$ cat config.mk
export PLATFORM = sky130hd
export DESIGN_NAME = mandel_render
export DESIGN_NICKNAME = d
export VERILOG_FILES = /design/src/rtl/mandel_pkg.sv /design/src/rtl/view_pkg.sv /design/src/rtl/mandel_iter.sv /design/src/rtl/mandel_render.sv
export SDC_FILE = /design/constraint.sdc
export NUM_CORES = 2
export LEC_CHECK = 0
export CELL_PAD_IN_SITES_DETAIL_PLACEMENT = 0
export CELL_PAD_IN_SITES_GLOBAL_PLACEMENT = 1
export CORE_UTILIZATION = 59
export CTS_BUF_LIST = sky130_fd_sc_hd__clkbuf_4
export CTS_CLUSTER_DIAMETER = 150
export DETAILED_ROUTE_END_ITERATION = 16
export DONT_BUFFER_PORTS = 1
export PLACE_DENSITY_LB_ADDON = 0.25
export SLEW_MARGIN = 20
export SYNTH_ARGS = -nofsm -noshare
export SYNTH_HDL_FRONTEND = slang
export SYNTH_SLANG_ARGS = --single-unit
$ cat constraint.sdc
create_clock -name clk_sys -period 22.8 [get_ports clk_sys]
set_input_delay 1.14 -clock clk_sys [delete_from_list [all_inputs] [get_ports clk_sys]]
set_output_delay 1.14 -clock clk_sys [all_outputs]
set_load 0.05 [all_outputs]
$ cat src/rtl/mandel_pkg.sv
// ~~~~~~~~~~~~~~~~~~~~~~~~~~~~~~~~~~~~~~~~~~~~~~~~~~~~~~~~~~~~~~~~~~~~~~~~~~~
// fixed-point number format and render types for the Mandelbrot renderer
// imported by the view controller, renderer, iterator and framebuffer
// ~~~~~~~~~~~~~~~~~~~~~~~~~~~~~~~~~~~~~~~~~~~~~~~~~~~~~~~~~~~~~~~~~~~~~~~~~~~

package mandel_pkg;

    // number format: 4 integer bits, 21 fractional bits
    localparam int FP_WIDTH = 25;
    localparam int FP_FRAC  = 21;

    typedef logic signed [FP_WIDTH-1:0] fp_t;
    typedef logic signed [2*FP_WIDTH-1:0] fpw_t;  // full-width product

    localparam int ITER_MAX = 31;  // iteration limit
    localparam int CIDX_W   = 5;   // colour index bits, holds 0..ITER_MAX

    localparam fpw_t ESCAPE_LIM = fpw_t'(4) <<< FP_FRAC;  // |z|^2 bound

    // start view, also the widest view allowed
    localparam fp_t X_START    = -fp_t'(7 << (FP_FRAC - 1));  // -3.5
    localparam fp_t Y_START    = -fp_t'(3 << (FP_FRAC - 1));  // -1.5
    localparam fp_t STEP_START = fp_t'(1 << (FP_FRAC - 3));   // 1/8

    // pixel position widths inside a write record
    localparam int PIX_X_W = 5;
    localparam int PIX_Y_W = 5;

    typedef struct packed {
        fp_t x_start;  // left edge
        fp_t y_start;  // top edge
        fp_t step;     // distance between pixels
    } view_t;

    typedef struct packed {
        logic [PIX_X_W-1:0] x;
        logic [PIX_Y_W-1:0] y;
        logic [CIDX_W-1:0]  cidx;  // iteration count
    } fb_write_t;

endpackage

$ cat src/rtl/view_pkg.sv
// ~~~~~~~~~~~~~~~~~~~~~~~~~~~~~~~~~~~~~~~~~~~~~~~~~~~~~~~~~~~~~~~~~~~~~~~~~~~
// framebuffer and display raster geometry, command strobes and pixel record
// imported by the controller, framebuffer, scan-out and top level
// ~~~~~~~~~~~~~~~~~~~~~~~~~~~~~~~~~~~~~~~~~~~~~~~~~~~~~~~~~~~~~~~~~~~~~~~~~~~

package view_pkg;

    // framebuffer
    localparam int FB_WIDTH  = 32;
    localparam int FB_HEIGHT = 18;
    localparam int FB_DEPTH  = FB_WIDTH * FB_HEIGHT;  // 576 entries
    localparam int FB_ADDR_W = 10;

    // display raster, active area sits top left
    localparam int H_TOTAL = 40;
    localparam int V_TOTAL = 20;
    localparam int COORD_W = 6;  // holds 0..H_TOTAL-1

    // single-cycle command strobes
    typedef struct packed {
        logic fire;  // next mode
        logic up;
        logic dn;
    } cmd_t;

    typedef enum logic [1:0] {
        HORIZONTAL,
        VERTICAL,
        ZOOM
    } view_mode_e;

    // one display pixel per cycle
    typedef struct packed {
        logic [COORD_W-1:0] sx;
        logic [COORD_W-1:0] sy;
        logic               de;     // active area
        logic               frame;  // high at (0,0)
        logic [7:0]         r;
        logic [7:0]         g;
        logic [7:0]         b;
    } pixel_t;

endpackage

$ cat src/rtl/mandel_iter.sv
// ~~~~~~~~~~~~~~~~~~~~~~~~~~~~~~~~~~~~~~~~~~~~~~~~~~~~~~~~~~~~~~~~~~~~~~~~~~~
// iterates z = z^2 + c for one point until escape or the iteration limit
// start with go, the count comes back with a done strobe
// ~~~~~~~~~~~~~~~~~~~~~~~~~~~~~~~~~~~~~~~~~~~~~~~~~~~~~~~~~~~~~~~~~~~~~~~~~~~

`timescale 1ns/1ps

module mandel_iter
    import mandel_pkg::*;
(
    input  logic              clk_sys,
    input  logic              rst_sys,
    input  logic              go,     // take cr, ci
    input  fp_t               cr,
    input  fp_t               ci,
    output logic              done,   // count valid
    output logic [CIDX_W-1:0] count
);

    typedef enum logic [1:0] {
        IDLE,
        SQUARE,  // products registered
        UPDATE   // escape test and new z
    } iter_state_e;

    iter_state_e       state;
    fp_t               cr_q, ci_q;
    fp_t               zr, zi;
    fpw_t              zr2, zi2, zri;  // products after the fraction shift
    fpw_t              mag;
    logic [CIDX_W-1:0] n;              // iterations so far
    logic              escape;

    always_comb begin
        mag    = zr2 + zi2;
        escape = (mag > ESCAPE_LIM) || (n == CIDX_W'(ITER_MAX));
    end

    always_ff @(posedge clk_sys) begin
        if (rst_sys) begin
            state <= IDLE;
            done  <= 1'b0;
        end else begin
            done <= 1'b0;
            case (state)
                IDLE: begin
                    if (go) begin
                        cr_q  <= cr;
                        ci_q  <= ci;
                        zr    <= '0;
                        zi    <= '0;
                        n     <= '0;
                        state <= SQUARE;
                    end
                end
                SQUARE: begin  // full-width multiply then drop fraction
                    zr2   <= (fpw_t'(zr) * fpw_t'(zr)) >>> FP_FRAC;
                    zi2   <= (fpw_t'(zi) * fpw_t'(zi)) >>> FP_FRAC;
                    zri   <= (fpw_t'(zr) * fpw_t'(zi)) >>> FP_FRAC;
                    state <= UPDATE;
                end
                UPDATE: begin
                    if (escape) begin
                        done  <= 1'b1;
                        count <= n;
                        state <= IDLE;
                    end else begin
                        zr    <= fp_t'(zr2 - zi2 + fpw_t'(cr_q));  // truncate
                        zi    <= fp_t'((zri <<< 1) + fpw_t'(ci_q));
                        n     <= n + 1'b1;
                        state <= SQUARE;
                    end
                end
                default: state <= IDLE;
            endcase
        end
    end

endmodule

$ cat src/rtl/mandel_render.sv
// ~~~~~~~~~~~~~~~~~~~~~~~~~~~~~~~~~~~~~~~~~~~~~~~~~~~~~~~~~~~~~~~~~~~~~~~~~~~
// renders one view into the framebuffer in raster order, one point at a time
// busy from the cycle after start until the cycle after the last write
// ~~~~~~~~~~~~~~~~~~~~~~~~~~~~~~~~~~~~~~~~~~~~~~~~~~~~~~~~~~~~~~~~~~~~~~~~~~~

`timescale 1ns/1ps

module mandel_render
    import mandel_pkg::*;
    import view_pkg::*;
(
    input  logic      clk_sys,
    input  logic      rst_sys,
    input  logic      start,
    input  view_t     view,
    output logic      busy,
    output logic      wr_valid,
    output fb_write_t wr
);

    typedef enum logic [1:0] {
        IDLE,
        ISSUE,   // go to iterator
        WAIT,    // wait for done
        FINISH   // last write out
    } render_state_e;

    render_state_e      state;
    fp_t                x_left, step;  // latched view
    fp_t                cr, ci;        // current point
    logic [PIX_X_W-1:0] x;
    logic [PIX_Y_W-1:0] y;
    logic               go, done;
    logic [CIDX_W-1:0]  count;

    always_comb go = (state == ISSUE);

    mandel_iter iter0 (
        .clk_sys,
        .rst_sys,
        .go,
        .cr,
        .ci,
        .done,
        .count
    );

    always_ff @(posedge clk_sys) begin
        if (rst_sys) begin
            state    <= IDLE;
            busy     <= 1'b0;
            wr_valid <= 1'b0;
        end else begin
            wr_valid <= 1'b0;
            case (state)
                IDLE: begin
                    if (start) begin
                        x_left <= view.x_start;
                        step   <= view.step;
                        cr     <= view.x_start;
                        ci     <= view.y_start;
                        x      <= '0;
                        y      <= '0;
                        busy   <= 1'b1;
                        state  <= ISSUE;
                    end
                end
                ISSUE: state <= WAIT;
                WAIT: begin
                    if (done) begin
                        wr_valid <= 1'b1;
                        wr       <= '{x: x, y: y, cidx: count};
                        state    <= ISSUE;
                        if (x == PIX_X_W'(FB_WIDTH - 1)) begin  // end of row
                            x  <= '0;
                            y  <= y + 1'b1;
                            cr <= x_left;
                            ci <= ci + step;
                            if (y == PIX_Y_W'(FB_HEIGHT - 1)) begin
                                state <= FINISH;
                            end
                        end else begin
                            x  <= x + 1'b1;
                            cr <= cr + step;
                        end
                    end
                end
                default: begin  // FINISH
                    busy  <= 1'b0;
                    state <= IDLE;
                end
            endcase
        end
    end

endmodule

### Word-level counts from Yosys, hierarchy flattened

Index checks and enable logic that the tools add are counted.

| operators by class | value |
|---|---|
| add/subtract/negate cells | 9 |
| $mul | 3 |
| $lt $le $gt $ge | 1 |
| equality and inequality tests | 12 |
| multiplexer cells | 35 |
| bitwise logic cells | 4 |
| reductions and logical operators | 18 |

Operators with widths:

| operator | count |
|---|---|
| 25-bit two-way mux | 9 |
| 25-bit one-hot mux with 2 select lines | 4 |
| 25-bit adder | 4 |
| 25-bit by 25-bit multiplier with 50-bit output | 2 |
| 50-bit by 25-bit > comparator with 1-bit output (second input constant) | 1 |
| 25-bit by 25-bit multiplier with 45-bit output | 1 |
| 5-bit two-way mux | 7 |
| 29-bit by 29-bit adder with 30-bit output | 1 |
| 5-bit one-hot mux with 2 select lines | 3 |
| 25-bit subtractor | 1 |
| 5-bit by 1-bit adder with 5-bit output (second input constant) | 3 |
| 5-bit equality test (second input constant) | 3 |
| 2-bit one-hot mux with 3 select lines | 2 |
| 3-bit AND reduction | 4 |
| 2-bit two-way mux | 5 |
| 2-bit != test (second input constant) | 4 |
| 4-bit AND reduction | 2 |
| 2-bit AND reduction | 3 |
| 2-bit OR reduction | 3 |
| 5-bit AND reduction | 1 |
| 2-bit by 1-bit equality test with 1-bit output (second input constant) | 2 |
| 2-bit equality test (second input constant) | 2 |
| 2-bit zero test | 2 |
| 1-bit two-way mux | 4 |
| other kinds (5) | 9 |

| word-level totals | value |
|---|---|
| bits in registers | 324 |
| input port bits | 78 |
| logic and storage cells | 105 |

### Longest topological paths before layout

| logic depth | value |
|---|---|
| depth after elaboration | 5 |
| mapped depth | 30 |

### Cells and area by module

A second synthesis with hierarchy kept.

| unflattened totals | value |
|---|---|
| cell total of the unflattened synthesis | 7859 |
| area total of the unflattened synthesis | 78058.6 um2 |

By module, submodules not included:

| module | instances | cells each | area an instance (um2) | sequential area each (um2) |
|---|---|---|---|---|
| mandel_iter | 1 | 7206 | 70651.5 | 5825.6 |
| mandel_render | 1 | 653 | 7407.1 | 3833.7 |

### Worst setup path after synthesis

OpenSTA, ideal clock, no wires.

| path | value |
|---|---|
| kind | input to register |
| start | in rst_sys |
| end | reg iter0.n[0], enable pin |
| library setup time | 0.415 ns |
| arrival time | 8.204 ns |
| required time | 22.385 ns |
| slack | 14.181 ns |
| stages | 3 |
| buffers on the path | 1 |
| cell sequence | clkbuf_1 > nor4b_1 > a41o_1 |

| between the ends | value |
|---|---|
| word-level cells in the longest chain between the ends | 2 |

RTL lines:

| element | RTL line | RTL |
|---|---|---|
| from (decl) | mandel_render.sv:13 | `input logic rst_sys,` |
| 1-bit NOT (no line) | -- |  |
| 4-bit AND reduction (no line) | -- |  |
| to (signal assigned) | mandel_iter.sv:70 | `n <= n + 1'b1;` |
| to (decl) | mandel_iter.sv:31 | `logic [CIDX_W-1:0] n;` |

Every way passes these cells.
A chain may end at the register's enable or synchronous reset.

### Worst setup path after layout

| path | value |
|---|---|
| start | reg iter0.zr[9] |
| end | reg iter0.zri[22], data pin |

| between the ends | value |
|---|---|
| word-level cells in the longest chain between the ends | 1 |

RTL lines:

| element | RTL line | RTL |
|---|---|---|
| from (decl) | mandel_iter.sv:28 | `fp_t zr, zi;` |
| from (signal assigned) | mandel_iter.sv:68 | `zr <= fp_t'(zr2 - zi2 + fpw_t'(cr_q));` |
| 25-bit by 25-bit multiplier with 45-bit output | mandel_iter.sv:59 | `zri <= (fpw_t'(zr) * fpw_t'(zi)) >>> FP_FRAC;` |
| to (signal assigned) | mandel_iter.sv:59 |  |
| to (decl) | mandel_iter.sv:29 | `fpw_t zr2, zi2, zri;` |

Every way passes these cells.

==> impl_metrics.ini <==
[run_status]
status = finished, final reports clean

[synthesis]
synth_adder_area_share = 0.567
synth-edff-count = 317
yosys-top-cells-area = fa_1 47%, edfxtp_1 12%, inv_1 10%
async_reset_ff_frac = 0
synth_top_family_by_area = adder cells
syn-cell-area_mm2 = 0.0780
ys_seq_area_frac = 0.124
yosys.area_share.simple = 0.113
ys_ff_latch = 324
synth_top_area_frac = 0.473
synth_cells = 7874
post_synth_num_cell_types = 86
muxShareOfSynthArea = 0.00454
synth_nets = 10400
synth-xor-area-share = 0.0244
yosysWarnings = 0
synth_ff_type = edfxtp_1
synth_compound_area_frac = 0.0480
avgSynthCellArea_um2 = 9.91
synth_top_cell_by_area = fa_1

[floorplanning]
rows = 133
die_h_um = 366
dieArea_mm2 = 0.134
coreArea_mm2 = 0.131
initial_core_util = 0.594
ioPinCount = 95
die_w_um = 366

[routing]
via_per_inst = 5.46
detail-route-antenna-nets = 0
dr.first_iter.drc_count = 3109
routed_wl_um = 198000
first_pass_iters = 5
drc = 0
dr_total_vias = 52400
post_drt_wl_per_cell_um = 20.6

[timing]
fin_tns_setup_ns = 0
final-max-slew-violation-count = 0
rsz0062_at_grt = false
relSlewSlack = 0.307
finalCritPeriodShare = 0.386
timing.fmax_mhz = 114
hold_violations = 0
finalCriticalPeriod_ns = 8.81
worst_pin_slew_ns = 1.04
setup-violations-final = 0
finalClockSkew_ns = 0.103

[cells_and_area]
final_layout_size_suffix_gt1_frac = 0.0388
synthToLayoutAreaGrowth_pct = 3.84
finalNetCount = 10300
n_fill_cell = 11100

[clock_network]
cts_resized = 0
cts.sinks = 324
cts_tree = done
cts_inserted_buffers = 88
hold_buffers = 0
htree_levels = 3
cts.path.max_buffers = 3
clkTransAtPathRegs_ns = 0.07
cts_setup_buffers = 0
clockRootBuffer = clkbuf_4
insertion_delay_ns = 0.96

[grt]
grt_pass1_wl_um = 319000
grt_pass1_vias = 58300
grt_max_degree = 74
antenna_found_initial = 13
grt_overflow = 0
grt_usage = 0.318

[critical_path]
required_ns = 23.50
cp_max_fo = 42
critPathLaunchType = register
cp.arrival_ns = 9.51
end_kind = register
path_class = register to register

[placed_design]
dp_hpwl_um = 155000
portBuffers = 0
routabilityCongestion = 0.936

[min_path]
hold_class = primary input to register

[flow_run]
maxCapViolCount = 0
[flip-flops by register name, summed over array words and instances, names as in the netlist, 2 cells and up]
register / flops
cr: 25
iter0.zri: 24
iter0.zi2: 29
step: 25
x: 5
iter0.cr_q: 25
ci: 25
state: 2
iter0.zr2: 29
iter0.zi: 25
iter0.n: 5
iter0.zr: 25
iter0.ci_q: 25
x_left: 25
iter0.count: 5
y: 5
iter0.state: 2
wr: 15
[cells in the mapped netlist (59+ instances only)]
| cell type | count |
|---|---|
| nor3_1 | 59 |
| xnor2_1 | 152 |
| inv_1 | 2172 |
| ha_1 | 588 |
| a21oi_1 | 163 |
| nand2_1 | 739 |
| nor2_1 | 306 |
| and2_1 | 463 |
| clkbuf_1 | 278 |
| xor2_1 | 65 |
| edfxtp_1 | 317 |
| a21o_1 | 85 |
| fa_1 | 1843 |
| o21ai_0 | 72 |
| nor2b_1 | 77 |
[logic make-up after synthesis]
group,Yosys count
compound gates,555
xor+xnor,217
fa+ha+maj,2431
buf+inv,2474
flops,324
mux,33
simple gates,1840
[cell usage in the layout, fill, tap and decap left out, drive strengths merged, types with 25 or more instances in the layout]
cell and instances:
fa 1843, and2 463, buf 97, xnor2 152, nor2b 78, and3 30, nand3 36, ha 588
inv 2182, clkinv 41, o21a 33, a211oi 25, edfxtp 317, a21o 85, nor3 59, nand2b 43
clkbuf 115, a21oi 164, nor2 306, nand2 739, xor2 65, nand4 26, a31oi 27, o21ai 80
[path summary, 6_finish.rpt]
kind	from	to	slack, ns	depth (start not counted)
hold / removal	rst_sys	iter0.done	0.31	1
setup reg to reg	iter0.zr[9]	iter0.zri[22]	13.99	27
hold reg to reg	iter0.count[4]	wr[4]	0.43	0
setup / recovery	iter0.zr[9]	iter0.zri[22]	13.99	27
[area by class of cell]
cell class | instances | area [um2] | area share
Antenna cell | 8 | 20.0 | 0.000247
Clock buffer | 115 | 863 | 0.0107
Clock inverter | 41 | 262 | 0.00323
Inverter | 2183 | 8190 | 0.101
Multi-Input combinational cell | 5076 | 59100 | 0.729
Sequential cell | 324 | 9660 | 0.119
Tap cell | 1755 | 2200 | 0.0271
Timing Repair Buffer | 97 | 728 | 0.00899
[stage by stage]
step / area (um2) / setup WS (ns) / utilization / hold slack, ns / instances
2_1_floorplan: 78000 / 14.18 / - / 0.400 / 7874
3_3_place_gp: 79900 / 14.16 / 0.608 / 0.410 / 9435
5_1_grt: 81000 / 13.48 / 0.617 / 0.237 / 9597
4_1_cts: 81000 / 14.01 / 0.617 / 0.227 / 9591
6_report: 81000 / 13.99 / 0.617 / 0.315 / 9599
3_5_place_dp: 79900 / 14.06 / 0.608 / 0.406 / 9435
[routing by layer]
metal | vias to the layer above | wire length, um | global-route usage
met5 | - | 27 | 0
met1 | 27100 | 75500 | 0.403
met4 | 4 | 9400 | 0.135
li1 | 23100 | - | -
met2 | 1708 | 99100 | 0.543
met3 | 450 | 14100 | 0.0483
[worst max-delay path, stage by stage (launching register included)]
cell and delay, ns:
edfxtp_1 0.32, buf_4 0.61, inv_1 0.71, nor2_1 0.33, fa_1 0.47, fa_1 0.52
inv_1 0.06, fa_1 0.48, inv_1 0.05, fa_1 0.50, inv_1 0.05, fa_1 0.52
inv_1 0.05, fa_1 0.47, inv_1 0.05, fa_1 0.47, inv_1 0.04, ha_1 0.28
and4_1 0.23, and2_1 0.18, o211ai_1 0.13, a21oi_1 0.21, o31a_1 0.36, o211ai_1 0.34
a31oi_1 0.15, nor2_1 0.29, or4b_2 0.61, o311ai_0 0.12
Power is not shown: default switching activity piles up to over one toggle a cycle in this logic, so the estimate is an artifact.
