### src/rtl/mandel_pkg.sv
// ~~~~~~~~~~~~~~~~~~~~~~~~~~~~~~~~~~~~~~~~~~~~~~~~~~~~~~~~~~~~~~~~~~~~~~~~~~~
// fixed-point number format and render types for the Mandelbrot renderer
// imported by the view controller, renderer, iterator and framebuffer
// ~~~~~~~~~~~~~~~~~~~~~~~~~~~~~~~~~~~~~~~~~~~~~~~~~~~~~~~~~~~~~~~~~~~~~~~~~~~

package mandel_pkg;

    // number format: 4 integer bits, 21 fractional bits
    localparam int FP_WIDTH = 25;
    localparam int FP_FRAC  = 21;

    typedef logic signed [FP_WIDTH-1:0] fp_t;
    typedef logic signed [2*FP_WIDTH-1:0] fpw_t;  // full-width product

    localparam int ITER_MAX = 31;  // iteration limit
    localparam int CIDX_W   = 5;   // colour index bits, holds 0..ITER_MAX

    localparam fpw_t ESCAPE_LIM = fpw_t'(4) <<< FP_FRAC;  // |z|^2 bound

    // start view, also the widest view allowed
    localparam fp_t X_START    = -fp_t'(7 << (FP_FRAC - 1));  // -3.5
    localparam fp_t Y_START    = -fp_t'(3 << (FP_FRAC - 1));  // -1.5
    localparam fp_t STEP_START = fp_t'(1 << (FP_FRAC - 3));   // 1/8

    // pixel position widths inside a write record
    localparam int PIX_X_W = 5;
    localparam int PIX_Y_W = 5;

    typedef struct packed {
        fp_t x_start;  // left edge
        fp_t y_start;  // top edge
        fp_t step;     // distance between pixels
    } view_t;

    typedef struct packed {
        logic [PIX_X_W-1:0] x;
        logic [PIX_Y_W-1:0] y;
        logic [CIDX_W-1:0]  cidx;  // iteration count
    } fb_write_t;

endpackage

### src/rtl/view_pkg.sv
// ~~~~~~~~~~~~~~~~~~~~~~~~~~~~~~~~~~~~~~~~~~~~~~~~~~~~~~~~~~~~~~~~~~~~~~~~~~~
// framebuffer and display raster geometry, command strobes and pixel record
// imported by the controller, framebuffer, scan-out and top level
// ~~~~~~~~~~~~~~~~~~~~~~~~~~~~~~~~~~~~~~~~~~~~~~~~~~~~~~~~~~~~~~~~~~~~~~~~~~~

package view_pkg;

    // framebuffer
    localparam int FB_WIDTH  = 32;
    localparam int FB_HEIGHT = 18;
    localparam int FB_DEPTH  = FB_WIDTH * FB_HEIGHT;  // 576 entries
    localparam int FB_ADDR_W = 10;

    // display raster, active area sits top left
    localparam int H_TOTAL = 40;
    localparam int V_TOTAL = 20;
    localparam int COORD_W = 6;  // holds 0..H_TOTAL-1

    // single-cycle command strobes
    typedef struct packed {
        logic fire;  // next mode
        logic up;
        logic dn;
    } cmd_t;

    typedef enum logic [1:0] {
        HORIZONTAL,
        VERTICAL,
        ZOOM
    } view_mode_e;

    // one display pixel per cycle
    typedef struct packed {
        logic [COORD_W-1:0] sx;
        logic [COORD_W-1:0] sy;
        logic               de;     // active area
        logic               frame;  // high at (0,0)
        logic [7:0]         r;
        logic [7:0]         g;
        logic [7:0]         b;
    } pixel_t;

endpackage

### src/rtl/scan_out.sv
// ~~~~~~~~~~~~~~~~~~~~~~~~~~~~~~~~~~~~~~~~~~~~~~~~~~~~~~~~~~~~~~~~~~~~~~~~~~~
// display scan: raster counters, framebuffer read and colour mapping
// pix carries its own position, two cycles behind the counters
// ~~~~~~~~~~~~~~~~~~~~~~~~~~~~~~~~~~~~~~~~~~~~~~~~~~~~~~~~~~~~~~~~~~~~~~~~~~~

`timescale 1ns/1ps

module scan_out
    import mandel_pkg::*;
    import view_pkg::*;
(
    input  logic                 clk_sys,
    input  logic                 rst_sys,
    output logic [FB_ADDR_W-1:0] rd_addr,
    input  logic [CIDX_W-1:0]    rd_data,
    output pixel_t               pix
);

    logic [COORD_W-1:0] sx, sy;    // raster position
    logic [COORD_W-1:0] sx1, sy1;  // lined up with rd_data
    logic               de0, frame0;
    logic               de1, frame1;

    always_comb begin
        de0    = (sx < COORD_W'(FB_WIDTH)) && (sy < COORD_W'(FB_HEIGHT));
        frame0 = (sx == '0) && (sy == '0);
    end

    // counters and read address
    always_ff @(posedge clk_sys) begin
        if (rst_sys) begin
            sx      <= '0;
            sy      <= '0;
            rd_addr <= '0;
        end else begin
            if (de0) begin
                rd_addr <= rd_addr + 1'b1;  // next active pixel
            end
            if (sx == COORD_W'(H_TOTAL - 1)) begin
                sx <= '0;
                if (sy == COORD_W'(V_TOTAL - 1)) begin
                    sy      <= '0;
                    rd_addr <= '0;  // frame start
                end else begin
                    sy <= sy + 1'b1;
                end
            end else begin
                sx <= sx + 1'b1;
            end
        end
    end

    // stage 1 waits on the memory, stage 2 is the output register
    always_ff @(posedge clk_sys) begin
        if (rst_sys) begin
            de1    <= 1'b0;
            frame1 <= 1'b0;
            pix    <= '0;
        end else begin
            sx1       <= sx;
            sy1       <= sy;
            de1       <= de0;
            frame1    <= frame0;
            pix.sx    <= sx1;
            pix.sy    <= sy1;
            pix.de    <= de1;
            pix.frame <= frame1;
            pix.r     <= de1 ? {1'b0, rd_data, 2'b00} : 8'h00;  // cidx*4
            pix.g     <= de1 ? {rd_data, 3'b000} : 8'h00;       // cidx*8
            pix.b     <= de1 ? {rd_data, 3'b000} : 8'h00;
        end
    end

endmodule

### config.mk
export PLATFORM = sky130hd
export DESIGN_NAME = scan_out
export DESIGN_NICKNAME = d
export VERILOG_FILES = /design/src/rtl/mandel_pkg.sv /design/src/rtl/view_pkg.sv /design/src/rtl/scan_out.sv
export SDC_FILE = /design/constraint.sdc
export NUM_CORES = 1
export LEC_CHECK = 0
export BUFFER_PORTS_ARGS = -buffer_cell sky130_fd_sc_hd__buf_2
export CORE_ASPECT_RATIO = 2
export CORE_MARGIN = 1.5
export CORE_UTILIZATION = 54
export CTS_CLUSTER_DIAMETER = 30
export DETAILED_ROUTE_END_ITERATION = 10
export GPL_ROUTABILITY_DRIVEN = 0
export PLACE_DENSITY = 0.81
export REMOVE_ABC_BUFFERS = 1
export SLEW_MARGIN = 10
export SYNTH_ARGS = -nofsm -noshare
export SYNTH_HDL_FRONTEND = slang
export SYNTH_SLANG_ARGS = --single-unit
### constraint.sdc
create_clock -name clk_sys -period 4.2 [get_ports clk_sys]
set_clock_uncertainty 0.1 [all_clocks]
set_input_delay 0.42 -clock clk_sys [delete_from_list [all_inputs] [get_ports clk_sys]]
set_output_delay 0.42 -clock clk_sys [all_outputs]
set_load 0.1 [all_outputs]
* Word level (Yosys, flattened, before mapping)
Cells that the tools add are included.
Operators by class: multiplexer cells 4, order comparisons 2, reduce and logical (&&, ||, !) cells 6, $add $sub $neg 3, equality and inequality tests 2, bitwise operators 1
Operators with widths (count):
- 10-bit two-way mux | 3
- 6-bit by 1-bit adder with 6-bit output (second input constant) | 2
- 6-bit zero test | 2
- 10-bit by 1-bit adder with 10-bit output (second input constant) | 1
- 6-bit by 5-bit == test with 1-bit output (second input constant) | 1
- 6-bit == test (second input constant) | 1
- 6-bit by 5-bit < comparator with 1-bit output (second input constant) | 1
- 6-bit < comparator (second input constant) | 1
- 6-bit two-way mux | 1
- 2-bit OR reduction | 2
- 1-bit logical AND | 2
- 1-bit NOT | 1
Word-level totals: input bits 7, logic and storage cells 32, bits in registers 61

* Depth between registers and ports, before layout
Gate-level depths: netlist (run 1).
word-level depth 5, gate-level depth with buffers 6, mapped depth without buffers 5

* Worst setup path after synthesis (run 1)
OpenSTA, ideal clock, no wires.
path kind reg-to-reg, start register rd_addr[0], end register rd_addr[8], setup time 67 ps, buffers on the path 0, arrival time 1836 ps, stages on the path, launching flop included 6, required time 4033 ps, path slack 2197 ps, cells stage by stage dfxtp_1 ha_1 and3_1 nand4b_1 xor2_1 nor2_1
On the way: word-level cells in the longest chain between the ends 4
Ends and longest elaborated chain:
- from (decl) | RTL line scan_out.sv:14 | output logic [FB_ADDR_W-1:0] rd_addr,
- from (signal assigned) | RTL line scan_out.sv:37 | rd_addr <= rd_addr + 1'b1;
- 10-bit by 1-bit adder with 10-bit output * | RTL line scan_out.sv:37
- 10-bit two-way mux * | RTL line scan_out.sv:36 | if (de0) begin
- 10-bit two-way mux | RTL line scan_out.sv:41 | if (sy == COORD_W'(V_TOTAL - 1)) begin
- 10-bit two-way mux * | RTL line scan_out.sv:39 | if (sx == COORD_W'(H_TOTAL - 1)) begin
Every way passes the cells marked *; elsewhere a longest branch is shown, timed or not. A chain may end at the register's enable or synchronous reset.

* Worst setup path in the final report (run 1)
start register sx[0], end register rd_addr[7]
On the way: word-level cells in the longest chain between the ends 5, elaborated cells on any way between the ends 6, classes of those cells 1 x order compare; 1 x eq/ne; 3 x mux; 1 x reduce/logical
Ends and longest elaborated chain:
- from (decl) | RTL line scan_out.sv:19 | logic [COORD_W-1:0] sx, sy;
- from (signal assigned) | RTL line scan_out.sv:48 | sx <= sx + 1'b1;
- 6-bit < comparator | RTL line scan_out.sv:25 | de0 = (sx < COORD_W'(FB_WIDTH)) && (sy < COORD_W'(FB_HEIGHT));
- 1-bit logical AND | RTL line scan_out.sv:25
- 10-bit two-way mux | RTL line scan_out.sv:36
- 10-bit two-way mux | RTL line scan_out.sv:41
- 10-bit two-way mux * | RTL line scan_out.sv:39
Marks and branches as above.

==> results_dict.tcl, run 1 <==
set metrics [dict create \
    outcome "completed" \
    commonest_cells_after_routing_fill_and_taps_aside "45 x buf_2, 43 x dfxtp_1, 19 x nor2_1" \
    layout.cell_area.non_filler_mm2 0.00237 \
    met2_usage_pct 28.6 \
    clk_root_buffer_cell "clkbuf_8" \
    timing.critical_path.from_type "flop" \
    post-route-util_pct 62.2 \
    cts.htree.levels 2 \
    reg2regPathDepth 5 \
    largest_stage_delay_on_the_critical_path_ps 410 \
    post-cts-setup-buffers 0 \
    hold_path_class "in -> reg" \
    antenna_cells 0 \
    die_width_um 47.3 \
    worst_path_max_delay_cell "dfxtp_1" \
    cap_viol_max_count 0 \
    postRouteWirelength_mm 3.26 \
    final-hold-violation-count 0 \
    ys_seq_elements 55 \
    areaGrowthSynthToFinish_pct 11.6 \
    cts_buf_count 5 \
    grt.total_usage_pct 17.4 \
    numClockSinks 55 \
    detailroute.via_count 1335 \
    finish.net_count 240 \
    count_of_nets_left_with_antenna_violations_after_detail_routing 0 \
    rows 32 \
    largest_net_degree_at_the_start_of_global_routing 26 \
    max-vdd-ir-drop_mv 0.299 \
    drt_iter0_markers 30 \
    via_count_of_the_first_global_routing_pass 1280 \
    insertion_delay_ps 300 \
    setup_total_negative_slack_ps 0 \
    gr-usage-met1_pct 18.1 \
    mostFrequentLayoutCell "buf_2" \
    leakagePower_uw 0.00107 \
    drive_above_1_share_pct 25.3 \
    ioPinCount 55 \
    placedInstanceArea_mm2 0.00227 \
    place_hpwl_mm 2.38 \
    detail_route.drc_violations 0 \
    grt_antenna_before_repair 0 \
    firstDrtPassIters 4 \
    worst_setup_hold_path_clk_slew_ps 90 \
    tritoncts "done" \
    ctsHoldBuffers 0 \
    drt-vias-per-instance 4.77 \
    post_cts_resized 0 \
    critical_path_cell_count 5 \
    synth_warnings 0 \
    core_area_mm2 0.00380 \
    grt_first_pass_wirelength_mm 5.47 \
    maximum_fanout_count_along_the_critical_path 14 \
    post_synth.cell_area_avg_um2 11.1 \
    floorplan.initialDensity_pct 55.8 \
    worstPathRequired_ps 4280 \
    synth.yosys.seq_area_share_pct 57.6 \
    groute.layer.met3.usage_pct 4.33 \
    timing.final.max_slew_violations 0 \
    clock.fmax_mhz 566 \
    clock_tree.buffer_depth 2 \
    critical_path_class "reg -> reg" \
    finalCritPeriodShare_pct 42.1 \
    chipHeight_um 91.6 \
    die_area_mm2 0.00434 \
    cp.arrival_ps 1850 \
    routed_wire_length_per_instance_um 11.6 \
    crit_path_cells "ha_1 -> and4bb_4 -> and2_4 -> a21o_1 -> nor2_1" \
    cp_top_family "simple AND/OR/NAND/NOR gates" \
    synthCells 191 \
    grt_overflow_total 0 \
    placement.io_buffers 45 \
    grt_setup_unrepaired "no" \
    power.density_cell_area_mw_per_mm2 444 \
    post_synth_instance_area_mm2 0.00212 \
    period_minus_slack_ps 1770 \
    globalRoute.busiestLayer "met2" \
    crit_buf_inv 0 \
    final-setup-viol-count 0 \
    yosysUniqueCellTypes 30 \
    hold-path-cell-count 2 \
    critical_path.endpoint_type "flop" \
]
synthesized netlist by cell type, drive strengths merged:
cell type	instances	area, µm²
a21o	1	7.51
a21oi	3	15.0
and2	7	46.3
and3	6	38.8
and4	1	8.76
and4b	1	10.0
and4bb	2	28.8
buf	21	165
clkbuf	2	7.51
conb	1	3.75
dfxtp	43	861
edfxtp	12	360
ha	5	62.6
inv	5	18.8
nand2	8	30.0
nand3	11	55.1
nand4	4	25.0
nand4b	1	8.76
nor2	19	71.3
nor2b	14	87.6
nor3	3	15.0
nor4b	2	17.5
o31ai	1	21.3
or3	1	6.26
xnor2	2	17.5
xor2	15	131
worst register-to-register path: stages, from the launching register on:
cell and delay [ps]:
dfxtp_1 410, ha_1 230, and4bb_4 280, and2_4 170, a21o_1 360, nor2_1 90
final cells by class:
cell class,instances,area [µm²]
fill,327,1440
sequential,55,1220
multi-input combinational,116,738
timing repair buffer,45,225
clock buffer,6,82.6
tap,51,63.8
inverter,5,18.8
clock inverter,2,16.3
worst paths after layout:
check | start | to | slack [ps]
min reg2reg | frame1 | pix[24] | 350
min | rd_data[0] | pix[3] | 210
max | sx[0] | rd_addr[7] | 2430
max reg2reg | sx[0] | rd_addr[7] | 2430
flip-flops by register name, summed over array words and instances (netlist names):
name and cells:
sx 6, de1 1, sy 6, rd_addr 10, sy1 6, frame1 1
sx1 6, pix 19
stage by stage:
step	hold WS (ps)	total power, µW	setup slack [ps]	cells
final	207	1050	2430	280
after global placement	320	761	2470	272
after global routing	196	1090	2280	280
after CTS	202	1060	2400	280
after detailed placement	336	764	2430	272
after floorplan	314	738	1480	176
kinds of logic (layout without fill, tap and decap cells):
logic type | Yosys count | in the layout | synth area share, %
other cells | 1 | 9 | 0.177
buf+inv | 28 | 58 | 9.03
flops | 55 | 55 | 57.6
compound gates | 5 | 5 | 2.06
xor+xnor | 17 | 17 | 7.02
simple gates | 80 | 80 | 21.2
fa+ha+maj | 5 | 5 | 2.95
report_power, final:
group	internal, µW	switching, µW	total (µW)
registers	559	9.35	568
logic	22.6	159	182
clock network	135	166	300
per-layer routing:
metal	wire length, µm	share of wire (%)
met1	1210	37
met2	1810	56
met3	123	3.8
met4	110	3.4
met5	0	0
(Power assumes the default switching activity.)
==> run 2: changes to the inputs <==
CORE_UTILIZATION = 46   (was 54)
PLACE_DENSITY = 0.74   (was 0.81)
clock period = 1.6 ns   (was 4.2 ns; I/O delays follow)
==> run 2 against run 1 <==
  * Via count grew 4.3%
  * Highest routed layer unchanged
  * Fmax rose by 17%
  * Critical path depth increased by 1
  * Worst hold slack lost 96 ps
  * Final cell count up 6.1%
==> results_dict.tcl, run 2 (synthesized netlist as in run 1, its figures left out) <==
set metrics [dict create \
    share_seq_of_total_power_pct 51.9 \
    areaGrowthSynthToFinish_pct 19.5 \
    final_cell_count_no_fill 297 \
    cap_viol_max_count 0 \
    final-setup-viol-count 0 \
    worst_path_max_delay_cell "dfxtp_2" \
    die_area_mm2 0.00505 \
    final-hold-violation-count 0 \
    postRouteWirelength_mm 3.49 \
    sw_frac_of_total_pct 30.1 \
    power.density_cell_area_mw_per_mm2 1130 \
    firstDrtPassIters 2 \
    worst_r2r_startpoint "sx[1]" \
    largest_stage_delay_on_the_critical_path_ps 350 \
    power_report.internal_total_uw 2010 \
    power_frac_comb_pct 17.7 \
    antenna_cells 0 \
    cp.arrival_ps 1650 \
    tritoncts "done" \
    crit_path_cells "ha_1 -> and4bb_4 -> and2_4 -> a21o_1 -> buf_12 -> nor2_1" \
    insertion_delay_ps 300 \
    detail_route.drc_violations 0 \
    count_of_nets_left_with_antenna_violations_after_detail_routing 0 \
    numClockSinks 55 \
    grt.total_usage_pct 15.0 \
    ioPinCount 55 \
    timing.critical_path.from_type "flop" \
    die_width_um 51.0 \
    regMostFlops "pix" \
    via_count_of_the_first_global_routing_pass 1311 \
    grt_first_pass_wirelength_mm 5.76 \
    maximum_fanout_count_along_the_critical_path 14 \
    period_minus_slack_ps 1510 \
    commonest_cells_after_routing_fill_and_taps_aside "45 x buf_2, 40 x dfxtp_1, 19 x nor2_1" \
    mostFrequentLayoutCell "buf_2" \
    place_hpwl_mm 2.50 \
    grt_antenna_before_repair 0 \
    grt_overflow_total 0 \
    whs_ps 111 \
    hold_path_class "in -> reg" \
    finalCritPeriodShare_pct 94.6 \
    leakagePower_uw 0.00116 \
    placedCellCount 283 \
    drt-vias-per-instance 4.69 \
    setup_ws_ps 86.4 \
    floorplan.initialDensity_pct 48.4 \
    critical_path.endpoint_type "flop" \
    finish.net_count 255 \
    grt_setup_unrepaired "no" \
    core_area_mm2 0.00438 \
    largest_net_degree_at_the_start_of_global_routing 17 \
    largest_register_ff_count 19 \
    hold_path_startpoint "rst_sys" \
    routed_wire_length_per_instance_um 11.7 \
    worst_setup_hold_path_clk_slew_ps 90 \
    drive_above_1_share_pct 29.2 \
    detailroute.via_count 1393 \
    dp_slack_ps 59.5 \
    clock.fmax_mhz 661 \
    pwr-share-clk_pct 30.4 \
    drt_iter0_markers 33 \
    cts.htree.levels 2 \
    critical_path_class "reg -> reg" \
    cts_buf_count 5 \
    rows 34 \
    startpoint "sx[1]" \
    max-vdd-ir-drop_mv 0.862 \
    placement.io_buffers 45 \
    timing.final.max_slew_violations 0 \
    clock_tree.buffer_depth 2 \
    switching_power_uw 866 \
    worstPathRequired_ps 1740 \
    clk_root_buffer_cell "clkbuf_8" \
    outcome "completed" \
    top_regs "pix (19), rd_addr (10)" \
    chipHeight_um 99.0 \
]
run 2: changes by cell type in the layout (fill, tap and decap cells not counted), moves of 2 or more:
cell / previous run / this run
buf_12: 0 / 2
buf_4: 0 / 8
dfxtp_1: 43 / 40
dfxtp_2: 0 / 3
dlygate4sd3_1: 0 / 5
run 2: path summary, 6_finish.rpt:
check	depth (start not counted)	slack, ps	end
min	3	110	sy[1]
max reg2reg	6	90	rd_addr[7]
max	6	90	rd_addr[7]
min reg2reg	1	340	pix[24]
run 2: final cells by class:
type | instances | area [µm²]
fillers | 385 | 1850
well taps | 54 | 67.6
clock buffers | 5 | 68.8
clock inverters | 2 | 37.5
inverters | 5 | 18.8
flip-flops and latches | 55 | 1220
multi-input cells | 116 | 741
repair buffers | 60 | 375
run 2: per-layer routing:
metal | GRT usage, % | share of wire [%]
met5 | 0 | 0
met4 | 8.11 | 2.6
met3 | 3.18 | 3.8
met2 | 27.6 | 57
met1 | 14.9 | 36
run 2: worst max-delay path: cells and delay by family (launching register included):
family,cells,cell delay (ps)
buf+inv,1,150
fa+ha+maj,1,190
simple gates,3,490
compound gates,1,180
flops,1,350
run 2: timing repair:
item                                   4_1_cts  5_1_grt
buffers inserted                             0        2
endpoints found under the hold margin        5        0
setup endpoints to repair                    0       15
gates resized for setup                      0        4
hold buffers                                 5        0
run 2: power groups by stage:
| stage | Combinational (µW) | Clock [µW] | Sequential (µW) |
|---|---|---|---|
| 3_3_place_gp | 493 | 0 | 1520 |
| 5_1_grt | 527 | 940 | 1500 |
| 4_1_cts | 507 | 895 | 1490 |
| 6_report | 508 | 872 | 1490 |
| 3_5_place_dp | 497 | 0 | 1520 |
| 2_1_floorplan | 141 | 0 | 1800 |
run 2: metrics by stage:
stage	total power, µW	utilization [%]	cell area [µm²]	TNS (ps)
6_report	2870	57.8	2530	0
5_1_grt	2970	57.8	2530	0
4_1_cts	2890	57.1	2500	0
3_5_place_dp	2020	53.5	2340	0
3_3_place_gp	2010	53.5	2340	0
2_1_floorplan	1940	-	1980	-15410
