--- src/rtl/mandel_pkg.sv ---
// ~~~~~~~~~~~~~~~~~~~~~~~~~~~~~~~~~~~~~~~~~~~~~~~~~~~~~~~~~~~~~~~~~~~~~~~~~~~
// fixed-point number format and render types for the Mandelbrot renderer
// imported by the view controller, renderer, iterator and framebuffer
// ~~~~~~~~~~~~~~~~~~~~~~~~~~~~~~~~~~~~~~~~~~~~~~~~~~~~~~~~~~~~~~~~~~~~~~~~~~~

package mandel_pkg;

    // number format: 4 integer bits, 21 fractional bits
    localparam int FP_WIDTH = 25;
    localparam int FP_FRAC  = 21;

    typedef logic signed [FP_WIDTH-1:0] fp_t;
    typedef logic signed [2*FP_WIDTH-1:0] fpw_t;  // full-width product

    localparam int ITER_MAX = 31;  // iteration limit
    localparam int CIDX_W   = 5;   // colour index bits, holds 0..ITER_MAX

    localparam fpw_t ESCAPE_LIM = fpw_t'(4) <<< FP_FRAC;  // |z|^2 bound

    // start view, also the widest view allowed
    localparam fp_t X_START    = -fp_t'(7 << (FP_FRAC - 1));  // -3.5
    localparam fp_t Y_START    = -fp_t'(3 << (FP_FRAC - 1));  // -1.5
    localparam fp_t STEP_START = fp_t'(1 << (FP_FRAC - 3));   // 1/8

    // pixel position widths inside a write record
    localparam int PIX_X_W = 5;
    localparam int PIX_Y_W = 5;

    typedef struct packed {
        fp_t x_start;  // left edge
        fp_t y_start;  // top edge
        fp_t step;     // distance between pixels
    } view_t;

    typedef struct packed {
        logic [PIX_X_W-1:0] x;
        logic [PIX_Y_W-1:0] y;
        logic [CIDX_W-1:0]  cidx;  // iteration count
    } fb_write_t;

endpackage

--- src/rtl/view_pkg.sv ---
// ~~~~~~~~~~~~~~~~~~~~~~~~~~~~~~~~~~~~~~~~~~~~~~~~~~~~~~~~~~~~~~~~~~~~~~~~~~~
// framebuffer and display raster geometry, command strobes and pixel record
// imported by the controller, framebuffer, scan-out and top level
// ~~~~~~~~~~~~~~~~~~~~~~~~~~~~~~~~~~~~~~~~~~~~~~~~~~~~~~~~~~~~~~~~~~~~~~~~~~~

package view_pkg;

    // framebuffer
    localparam int FB_WIDTH  = 32;
    localparam int FB_HEIGHT = 18;
    localparam int FB_DEPTH  = FB_WIDTH * FB_HEIGHT;  // 576 entries
    localparam int FB_ADDR_W = 10;

    // display raster, active area sits top left
    localparam int H_TOTAL = 40;
    localparam int V_TOTAL = 20;
    localparam int COORD_W = 6;  // holds 0..H_TOTAL-1

    // single-cycle command strobes
    typedef struct packed {
        logic fire;  // next mode
        logic up;
        logic dn;
    } cmd_t;

    typedef enum logic [1:0] {
        HORIZONTAL,
        VERTICAL,
        ZOOM
    } view_mode_e;

    // one display pixel per cycle
    typedef struct packed {
        logic [COORD_W-1:0] sx;
        logic [COORD_W-1:0] sy;
        logic               de;     // active area
        logic               frame;  // high at (0,0)
        logic [7:0]         r;
        logic [7:0]         g;
        logic [7:0]         b;
    } pixel_t;

endpackage

--- src/rtl/view_control.sv ---
// ~~~~~~~~~~~~~~~~~~~~~~~~~~~~~~~~~~~~~~~~~~~~~~~~~~~~~~~~~~~~~~~~~~~~~~~~~~~
// view controller: turns fire/up/dn strobes into pan and zoom changes
// and pulses start once per accepted view and once after reset
// ~~~~~~~~~~~~~~~~~~~~~~~~~~~~~~~~~~~~~~~~~~~~~~~~~~~~~~~~~~~~~~~~~~~~~~~~~~~

`timescale 1ns/1ps

module view_control
    import mandel_pkg::*;
    import view_pkg::*;
(
    input  logic  clk_sys,
    input  logic  rst_sys,
    input  cmd_t  cmd,
    input  logic  busy,   // renderer working
    output view_t view,   // committed view
    output logic  start   // render request strobe
);

    view_mode_e mode;
    cmd_t       cmd_q;      // accepted command
    logic       changed;    // pend_view waiting for check
    logic       start_req;  // render after reset
    logic       idle;       // free to accept a command
    view_t      pend_view;
    view_t      move_view;

    // anything in flight blocks new commands
    always_comb begin
        idle = !(cmd_q.fire || cmd_q.up || cmd_q.dn) && !changed
            && !start && !start_req && !busy;
    end

    // new view for the move held in cmd_q, up wins over dn
    always_comb begin
        move_view = view;
        case (mode)
            HORIZONTAL: begin
                if (cmd_q.up) begin
                    move_view.x_start = view.x_start - (view.step <<< 2);
                end else if (cmd_q.dn) begin
                    move_view.x_start = view.x_start + (view.step <<< 2);
                end
            end
            VERTICAL: begin
                if (cmd_q.up) begin
                    move_view.y_start = view.y_start - (view.step <<< 2);
                end else if (cmd_q.dn) begin
                    move_view.y_start = view.y_start + (view.step <<< 2);
                end
            end
            ZOOM: begin
                if (cmd_q.up) begin  // zoom out about the centre
                    move_view.x_start = view.x_start - (view.step <<< 4);
                    move_view.y_start = view.y_start - (view.step <<< 3) - view.step;
                    move_view.step    = view.step <<< 1;
                end else if (cmd_q.dn) begin  // zoom in
                    move_view.x_start = view.x_start + (view.step <<< 3);
                    move_view.y_start = view.y_start + (view.step <<< 2)
                        + (view.step >>> 1);
                    move_view.step    = view.step >>> 1;
                end
            end
            default: ;
        endcase
    end

    always_ff @(posedge clk_sys) begin
        if (rst_sys) begin
            mode      <= HORIZONTAL;
            cmd_q     <= '0;
            changed   <= 1'b0;
            start_req <= 1'b1;  // draw the start view
            start     <= 1'b0;
            view      <= '{X_START, Y_START, STEP_START};
        end else begin
            start <= 1'b0;
            cmd_q <= idle ? cmd : '0;  // dropped when not idle

            if (cmd_q.up || cmd_q.dn) begin
                pend_view <= move_view;
                changed   <= 1'b1;
            end
            if (cmd_q.fire) begin  // mode order H -> V -> Z
                case (mode)
                    HORIZONTAL: mode <= VERTICAL;
                    VERTICAL:   mode <= ZOOM;
                    default:    mode <= HORIZONTAL;
                endcase
            end

            // commit only inside the step range
            if (changed) begin
                changed <= 1'b0;
                if (pend_view.step != '0 && pend_view.step <= STEP_START) begin
                    view  <= pend_view;
                    start <= 1'b1;
                end
            end

            if (start_req) begin
                start_req <= 1'b0;
                start     <= 1'b1;
            end
        end
    end

endmodule

--- config.mk ---
export PLATFORM = sky130hd
export DESIGN_NAME = view_control
export DESIGN_NICKNAME = d
export VERILOG_FILES = /design/src/rtl/mandel_pkg.sv /design/src/rtl/view_pkg.sv /design/src/rtl/view_control.sv
export SDC_FILE = /design/constraint.sdc
export NUM_CORES = 1
export LEC_CHECK = 0
export ABC_AREA = 1
export BUFFER_PORTS_ARGS = -buffer_cell sky130_fd_sc_hd__buf_2
export CAP_MARGIN = 20
export CELL_PAD_IN_SITES_DETAIL_PLACEMENT = 1
export CELL_PAD_IN_SITES_GLOBAL_PLACEMENT = 1
export CORE_ASPECT_RATIO = 1.25
export CORE_UTILIZATION = 46
export DETAILED_ROUTE_END_ITERATION = 6
export GPL_ROUTABILITY_DRIVEN = 0
export PLACE_DENSITY_LB_ADDON = 0.1
export SETUP_SLACK_MARGIN = 0.4
export SLEW_MARGIN = 15
export SYNTH_ARGS = -nofsm -noshare
export SYNTH_HDL_FRONTEND = slang
export SYNTH_SLANG_ARGS = --single-unit
--- constraint.sdc ---
create_clock -name clk_sys -period 6 [get_ports clk_sys]
set_input_delay 0.3 -clock clk_sys [delete_from_list [all_inputs] [get_ports clk_sys]]
set_output_delay 0.3 -clock clk_sys [all_outputs]
set_load 0.05 [all_outputs]
---- After elaboration in Yosys (flattened, before gate mapping) ----
Cells that the tools add are included.
word-level totals
  flip-flop bits (word level) ............. 158
  bits of input ports ..................... 6
  output and inout bits ................... 76
  word-level logic and storage cells ...... 61
cells by class
  add/sub/neg operators ................... 9
  order comparisons ....................... 1
  eq/ne operators ......................... 2
  mux-type cells .......................... 15
  bitwise logic cells ..................... 2
  reductions and logical operators ........ 19
operators by type and width
  kind                                                                                 number
  75-bit 2-to-1 mux                                                                    2
  25-bit 2-to-1 mux                                                                    5
  25-bit subtractor                                                                    5
  25-bit case mux with 2 select lines                                                  2
  25-bit adder                                                                         3
  25-bit by 24-bit adder with 25-bit output                                            1
  25-bit by 20-bit less-or-equal comparator with 1-bit output (second input constant)  1
  25-bit nonzero test                                                                  1
  1-bit logical AND                                                                    5
  1-bit logical NOT                                                                    5
  1-bit 2-to-1 mux                                                                     5
  2-bit case mux with 2 select lines                                                   1
  2-bit AND reduction                                                                  2
  2-bit OR reduction                                                                   2
  1-bit logical OR                                                                     3
  2-bit by 1-bit == test with 1-bit output (second input constant)                     1
  2-bit == test (second input constant)                                                1
  2-bit logical NOT                                                                    1
  1-bit inverter                                                                       2

---- Depth between registers and ports, before layout ----
Gate-level depths: netlist of the first run.
  word-level depth ........................ 9
  depth in mapped cells ................... 29
  depth with buffers taken out ............ 28

---- Least setup slack after synthesis of the first run ----
OpenSTA, ideal clock, no wires.
  kind .................................... register to register
  start point ............................. reg cmd_q[0] (netlist name)
  end point ............................... reg pend_view[0] (netlist name) (enable)
  library setup time ...................... 509 ps
  arrival ................................. 4,163 ps
  data required time ...................... 5,491 ps
  path slack .............................. 1,328 ps
  cell stages (with the launch flop) ...... 6
  buffers on the path ..................... 3
  clock period less this slack ............ 4,672 ps
  cell sequence ........................... dfxtp_1 > clkbuf_1 > nor2_1 > clkbuf_1 > buf_1 > nor2_1
on the way
  word-level cells in the longest chain between the ends .. 2
RTL lines
  element                        line                source
  start, declared                view_control.sv:21  cmd_t cmd_q;
  start signal, assigned         view_control.sv:78  cmd_q <= idle ? cmd : '0;
  1-bit logical OR               view_control.sv:80  if (cmd_q.up || cmd_q.dn) begin
  2-bit AND reduction (no line)  --
  end signal, assigned           view_control.sv:81  pend_view <= move_view;
  end, declared                  view_control.sv:25  view_t pend_view;
No other way between the ends.
A chain may end at the register's enable or synchronous reset.

==> results.yml, run 1 <==
yosys:
  syn-cell-area_um2: 18000
  async_reset_ff_share_pct: 0
  ys_ff_latch: 158
  synthTopCellsByCount: "586 x nand2_1, 350 x a21oi_1, 293 x o21ai_0"
  synth_cell_type_count: 50
  seq_area_frac_synth_pct: 21.7
  synth_warnings: 0
  synth.most_common_cell: "nand2_1"
  synth_edf_count: 75
  ys_top_cells_by_area: "ha_1 13%, edfxtp_1 13%, nand2_1 12%"
  synth_nets: 2976
  syn_area_per_cell_um2: 6.52
  synth_ff_type: "dfxtp_1"
  synth_top_cell_by_area: "ha_1"
  syn_inst: 2758
  netlist.area_leader.share_pct: 12.7
final_layout:
  drive_above_1_share_pct: 6.08
  stdcell_area_um2: 19500
  fin_nets: 3019
  synthToLayoutAreaGrowth_pct: 8.36
  n_fill_cell: 5243
  diodes: 0
floorplan:
  pin_count: 82
  coreArea_um2: 38300
  rows: 80
  die-height_um: 223
  die_area_um2: 39900
  start_util_pct: 46.9
  die_w_um: 179
setup_path:
  critPathLaunchType: "flop"
  cpPeakStageDelay_ns: 0.66
  worstSetupPathType: "flop to flop"
  cp_max_fo: 9
  critical_path.most_common_cell: "nand2_1"
  endpoint_kind: "flop"
  slowest_stage: "ha_1"
  crit_chain: "inv_1 > ha_1 > inv_1 > a21oi_2 > nand3_1 > inv_1 > o21ai_0 > nand3_1 > nand2_1 > nand2_1 > nand2_1 > ha_1 > nand2_1 > nor2_1 > inv_1 > nor2_1 > nand4_1 > nand3_1 > nor2_1 > o21ai_0 > nand2_1 > nand3_1 > o21ai_0"
  worstPathBufferInverterCount: 4
  cp_top_family: "simple AND/OR/NAND/NOR gates"
  crit_required_ns: 6.22
  worst_ep_arrival_time_ns: 5.54
timing:
  slew_violations: 0
  fmax_ghz: 0.188
  finalHoldViolations: 0
  slew_headroom_pct: 18.3
  worst_clock_skew_ns: 0.0196
  tightest_slew_ns: 1.22
  min_period_ns: 5.32
  tns_ns: 0
  rsz0062_at_grt: "no"
  period_share_pct: 88.6
  finalSetupViolCount: 0
worst_hold_path:
  hold_class: "input pin to flop"
clock_network:
  clkSinkCount: 158
  root_buffer: "clkbuf_16"
  cts_buffers: 17
  h-tree-depth: 4
  cts_tree: "built"
  cts_hold_buf: 0
  post_cts_buffers: 0
  insertion_delay_ns: 0.50
  cts.path.max_buffers: 2
  clk_pin_slew_ns: 0.08
drt:
  firstDrtPassIters: 6
  drt_iter0_drc: 2063
  drc: 0
  ant_nets: 0
  finalWirelength_mm: 87.9
  viasPerCell: 6.58
  vias: 21739
  routedWlPerCell_um: 26.6
global_routing:
  first_global_vias: 22417
  antenna_found_initial: 4
  grtUsageTotal_pct: 44.3
  grt_start_max_net_pins: 93
  grt_pass1_wl_mm: 131
  overflow: 0
outcome:
  status: "finished, final reports clean"
placed_design:
  place_area_um2: 18900
  portBuffers: 81
  hpwl_mm: 67.1
power_and_ir_drop:
  p_per_area_nw_per_um2: 167
  p_leak_nw: 9.24
  ir_worst_vdd_uv: 235
run:
  cap_viol_max_count: 0
-- placed cells by master (no fill, tap or decap), types with 5 or more instances in the layout --
| cell | count |
|---|---|
| nand2_1 | 586 |
| a21oi_1 | 349 |
| o21ai_0 | 292 |
| inv_1 | 289 |
| nand3_1 | 236 |
| nor2_1 | 219 |
| ha_1 | 182 |
| dfxtp_1 | 82 |
| buf_2 | 81 |
| edfxtp_1 | 75 |
| nand4_1 | 43 |
| buf_4 | 34 |
| nor3_1 | 31 |
| a21o_1 | 30 |
| fa_1 | 29 |
| o211ai_1 | 27 |
| o221ai_1 | 27 |
| xor2_1 | 22 |
| clkbuf_16 | 17 |
| o21bai_1 | 15 |
| a31oi_1 | 14 |
| nor4_1 | 13 |
| o21a_1 | 12 |
| or2_2 | 12 |
| xnor2_1 | 11 |
| nand3b_1 | 9 |
| a21boi_0 | 7 |
| o2111ai_1 | 6 |
| clkinv_1 | 5 |
-- worst paths after layout --
check / from / end / slack (ns) / depth (start not counted)
setup / recovery: view[5] / pend_view[44] / 0.68 / 23
hold / removal: cmd[1] / cmd_q[1] / 0.02 / 3
setup reg to reg: view[5] / pend_view[44] / 0.68 / 23
hold reg to reg: pend_view[70] / view[70] / 0.46 / 2
-- area by class of cell --
cell class	instances	area [um^2]	area share, %
Multi-Input combinational cell	2213	12600	64.6
Sequential cell	158	3920	20.1
Tap cell	492	616	3.16
Clock inverter	14	156	0.802
Clock buffer	18	439	2.25
Timing Repair Buffer	116	676	3.47
Inverter	295	1110	5.68
-- sequential cells by signal, indices dropped and copies added (netlist names) --
register / cells
start: 1
cmd_q: 3
start_req: 1
pend_view: 75
view: 75
changed: 1
mode: 2
-- logic make-up after synthesis --
family	count (synthesis)	share of synthesized area [%]
AOI/OAI and AO/OA	801	24.6
xor gates and xnor gates	33	1.61
adders and majority gates	212	16.0
buffers and inverters	387	8.48
DFF	158	21.7
and+or+nand+nor	1167	27.6
-- metal layers --
metal,up-vias,GRT usage [%],part of all wire [%]
met4,0,39.0,9.7
met5,-,0,0
li1,9624,-,-
met3,429,8.18,7.8
met1,10521,48.9,36
met2,1165,72.1,47
-- per-stage QoR --
step | hold slack [ns] | cells | util (%) | setup slack (ns) | power [mW]
2_1_floorplan | 0.328 | 2758 | - | 1.33 | 1.76
3_3_place_gp | 0.429 | 3272 | 49.2 | 1.05 | 2.02
6_report | 0.0189 | 3306 | 50.9 | 0.682 | 3.26
5_1_grt | 0.0410 | 3306 | 50.9 | 0.527 | 3.35
3_5_place_dp | 0.445 | 3272 | 49.2 | 0.922 | 2.05
4_1_cts | 0.0132 | 3304 | 50.8 | 0.858 | 3.22
-- tightest hold or removal path: stages --
cell	delay (ns)
buf_2	0.09
inv_1	0.04
nor2_1	0.03
-- repair_timing --
| action | 4_1_cts | 5_1_grt |
|---|---|---|
| gates resized for setup | 0 | 2 |
| hold endpoints to repair | 0 | 0 |
| endpoints found under the setup margin | 0 | 12 |
-- power breakdown --
part / switching (mW) / internal (mW) / leakage, nW
logic: 0.663 / 0.247 / 7.58
registers: 0.0244 / 1.14 / 1.36
clock network: 0.550 / 0.631 / 0.293
No activity file was read; power rests on OpenSTA's default activity.
==> run 2: changes to the inputs <==
PLACE_DENSITY_LB_ADDON = 0.15   (was 0.1)
==> run 2 against run 1 <==
Critical endpoint unchanged. Setup slack improved by 0.12 ns. Worst hold slack improved by 0.017 ns. Largest power group is now sequential cells. Via count down 0.35%. Total power shrank 1.1%.
==> results.yml, run 2 (synthesis gave the netlist of run 1 again) <==
floorplan:
  coreArea_um2: 38300
  die-height_um: 223
  rows: 80
  die_w_um: 179
  pin_count: 82
  start_util_pct: 46.9
  die_area_um2: 39900
drt:
  ant_nets: 0
  vias: 21663
  routedWlPerCell_um: 26.2
  finalWirelength_mm: 86.8
  drt_iter0_drc: 1736
  firstDrtPassIters: 5
  viasPerCell: 6.55
  drc: 0
global_routing:
  grt_start_max_net_pins: 67
  grt_pass1_wl_mm: 129
  overflow: 0
  grtUsageTotal_pct: 43.6
  first_global_vias: 22691
  antenna_found_initial: 1
outcome:
  status: "finished, final reports clean"
clock_network:
  ctsResizeCount: 0
  cts.path.max_buffers: 2
  clk_pin_slew_ns: 0.07
  cts_hold_buf: 0
  h-tree-depth: 4
  cts_tree: "built"
  post_cts_buffers: 0
  clkSinkCount: 158
  root_buffer: "clkbuf_16"
  cts_buffers: 17
  insertion_delay_ns: 0.49
timing:
  finalSetupViolCount: 0
  min_period_ns: 5.19
  fmax_ghz: 0.193
  period_share_pct: 86.6
  slew_headroom_pct: 23.9
  tightest_slew_ns: 1.13
  slew_violations: 0
  worst_clock_skew_ns: 0.0225
  tns_ns: 0
  fin_hold_ws_ns: 0.0363
  rsz0062_at_grt: "no"
  finalHoldViolations: 0
run:
  cap_viol_max_count: 0
placed_design:
  hpwl_mm: 66.4
  portBuffers: 81
final_layout:
  n_fill_cell: 5296
  layout_commonest_cell: "nand2_1"
  drive_above_1_share_pct: 6.04
  final_cell_mix: "586 x nand2_1, 350 x a21oi_1, 293 x o21ai_0, 289 x inv_1, 236 x nand3_1"
  fin_nets: 3020
  top_regs: "pend_view x75, view x75, cmd_q x3"
  synthToLayoutAreaGrowth_pct: 8.34
setup_path:
  worstRegToRegCells: 22
  worstSetupPathType: "flop to flop"
  cp_max_fo: 9
  timing.rr.start: "view[5]"
  critPathLaunchType: "flop"
  regToRegSetupSlack_ns: 0.81
  crit_required_ns: 6.21
  worst_ep_arrival_time_ns: 5.40
  worst_r2r_endpoint: "pend_view[44]"
  endpoint_kind: "flop"
worst_hold_path:
  hold_end: "cmd_q[0]"
  min_path_cells: 3
  hold_start: "cmd[0]"
  hold_class: "input pin to flop"
power_and_ir_drop:
  ir_worst_vdd_uv: 231
  p_per_area_nw_per_um2: 165
  p_leak_nw: 9.24
[run 2: cell types whose count changed in the layout (fill, tap and decap cells not counted), sizes merged]
cell,delta
diode,+1
clkbuf,+7
clkinv,-1
inv,-3
bufinv,-2
[run 2: worst max-delay path by stage]
stage	from	endpoint
global route	view[5]	pend_view[48]
floorplan	cmd_q[0]	pend_view[0]
detailed placement	view[5]	pend_view[42]
global placement	view[5]	pend_view[42]
finish	view[5]	pend_view[44]
CTS	view[5]	pend_view[42]
[run 2: critical path, cell delays in order (launching register included)]
cell     delay [ns]
dfxtp_1        0.53
inv_1          0.33
ha_1           0.62
inv_1          0.15
a21oi_1        0.31
nand3_1        0.31
inv_1          0.18
o21ai_0        0.13
nand3_1        0.18
nand2_1        0.07
nand2_1        0.10
nand2_1        0.09
ha_1           0.35
a21oi_1        0.22
o21ai_0        0.38
a21oi_1        0.26
nand3_1        0.12
nand2_1        0.08
nand2_1        0.05
o21ai_0        0.19
nand2_1        0.09
nand3_1        0.10
o21ai_0        0.10
[run 2: cell type report]
class | count | area (um^2) | share of cell area [%]
multi-input combinational | 2213 | 12600 | 64.6
sequential | 158 | 3920 | 20.1
inverter | 295 | 1110 | 5.68
timing repair buffer | 117 | 676 | 3.47
tap | 492 | 616 | 3.16
clock buffer | 24 | 524 | 2.69
clock inverter | 8 | 68.8 | 0.353
antenna | 1 | 2.50 | 0.0128
[run 2: report_power, final]
part	switching, mW	total (mW)	internal [mW]
clock network	0.529	1.15	0.618
logic	0.658	0.907	0.249
registers	0.0256	1.17	1.14
total	1.21	3.22	2.01
[run 2: per-layer routing]
layer,GRT usage [%],share of wire (%)
met4,39.4,9.8
met3,8.47,8.0
met2,71.0,47
met5,0,0
met1,47.5,35
[run 2: stage by stage]
step	utilization [%]	instance area (um^2)	setup WS [ns]	total power, mW	std cells
floorplan	-	18000	1.33	1.76	2758
global route	50.9	19500	0.677	3.32	3308
CTS	50.8	19500	1.11	3.18	3306
detailed placement	49.3	18900	1.13	2.05	3274
finish	50.9	19500	0.806	3.22	3308
global placement	49.3	18900	1.25	2.02	3274
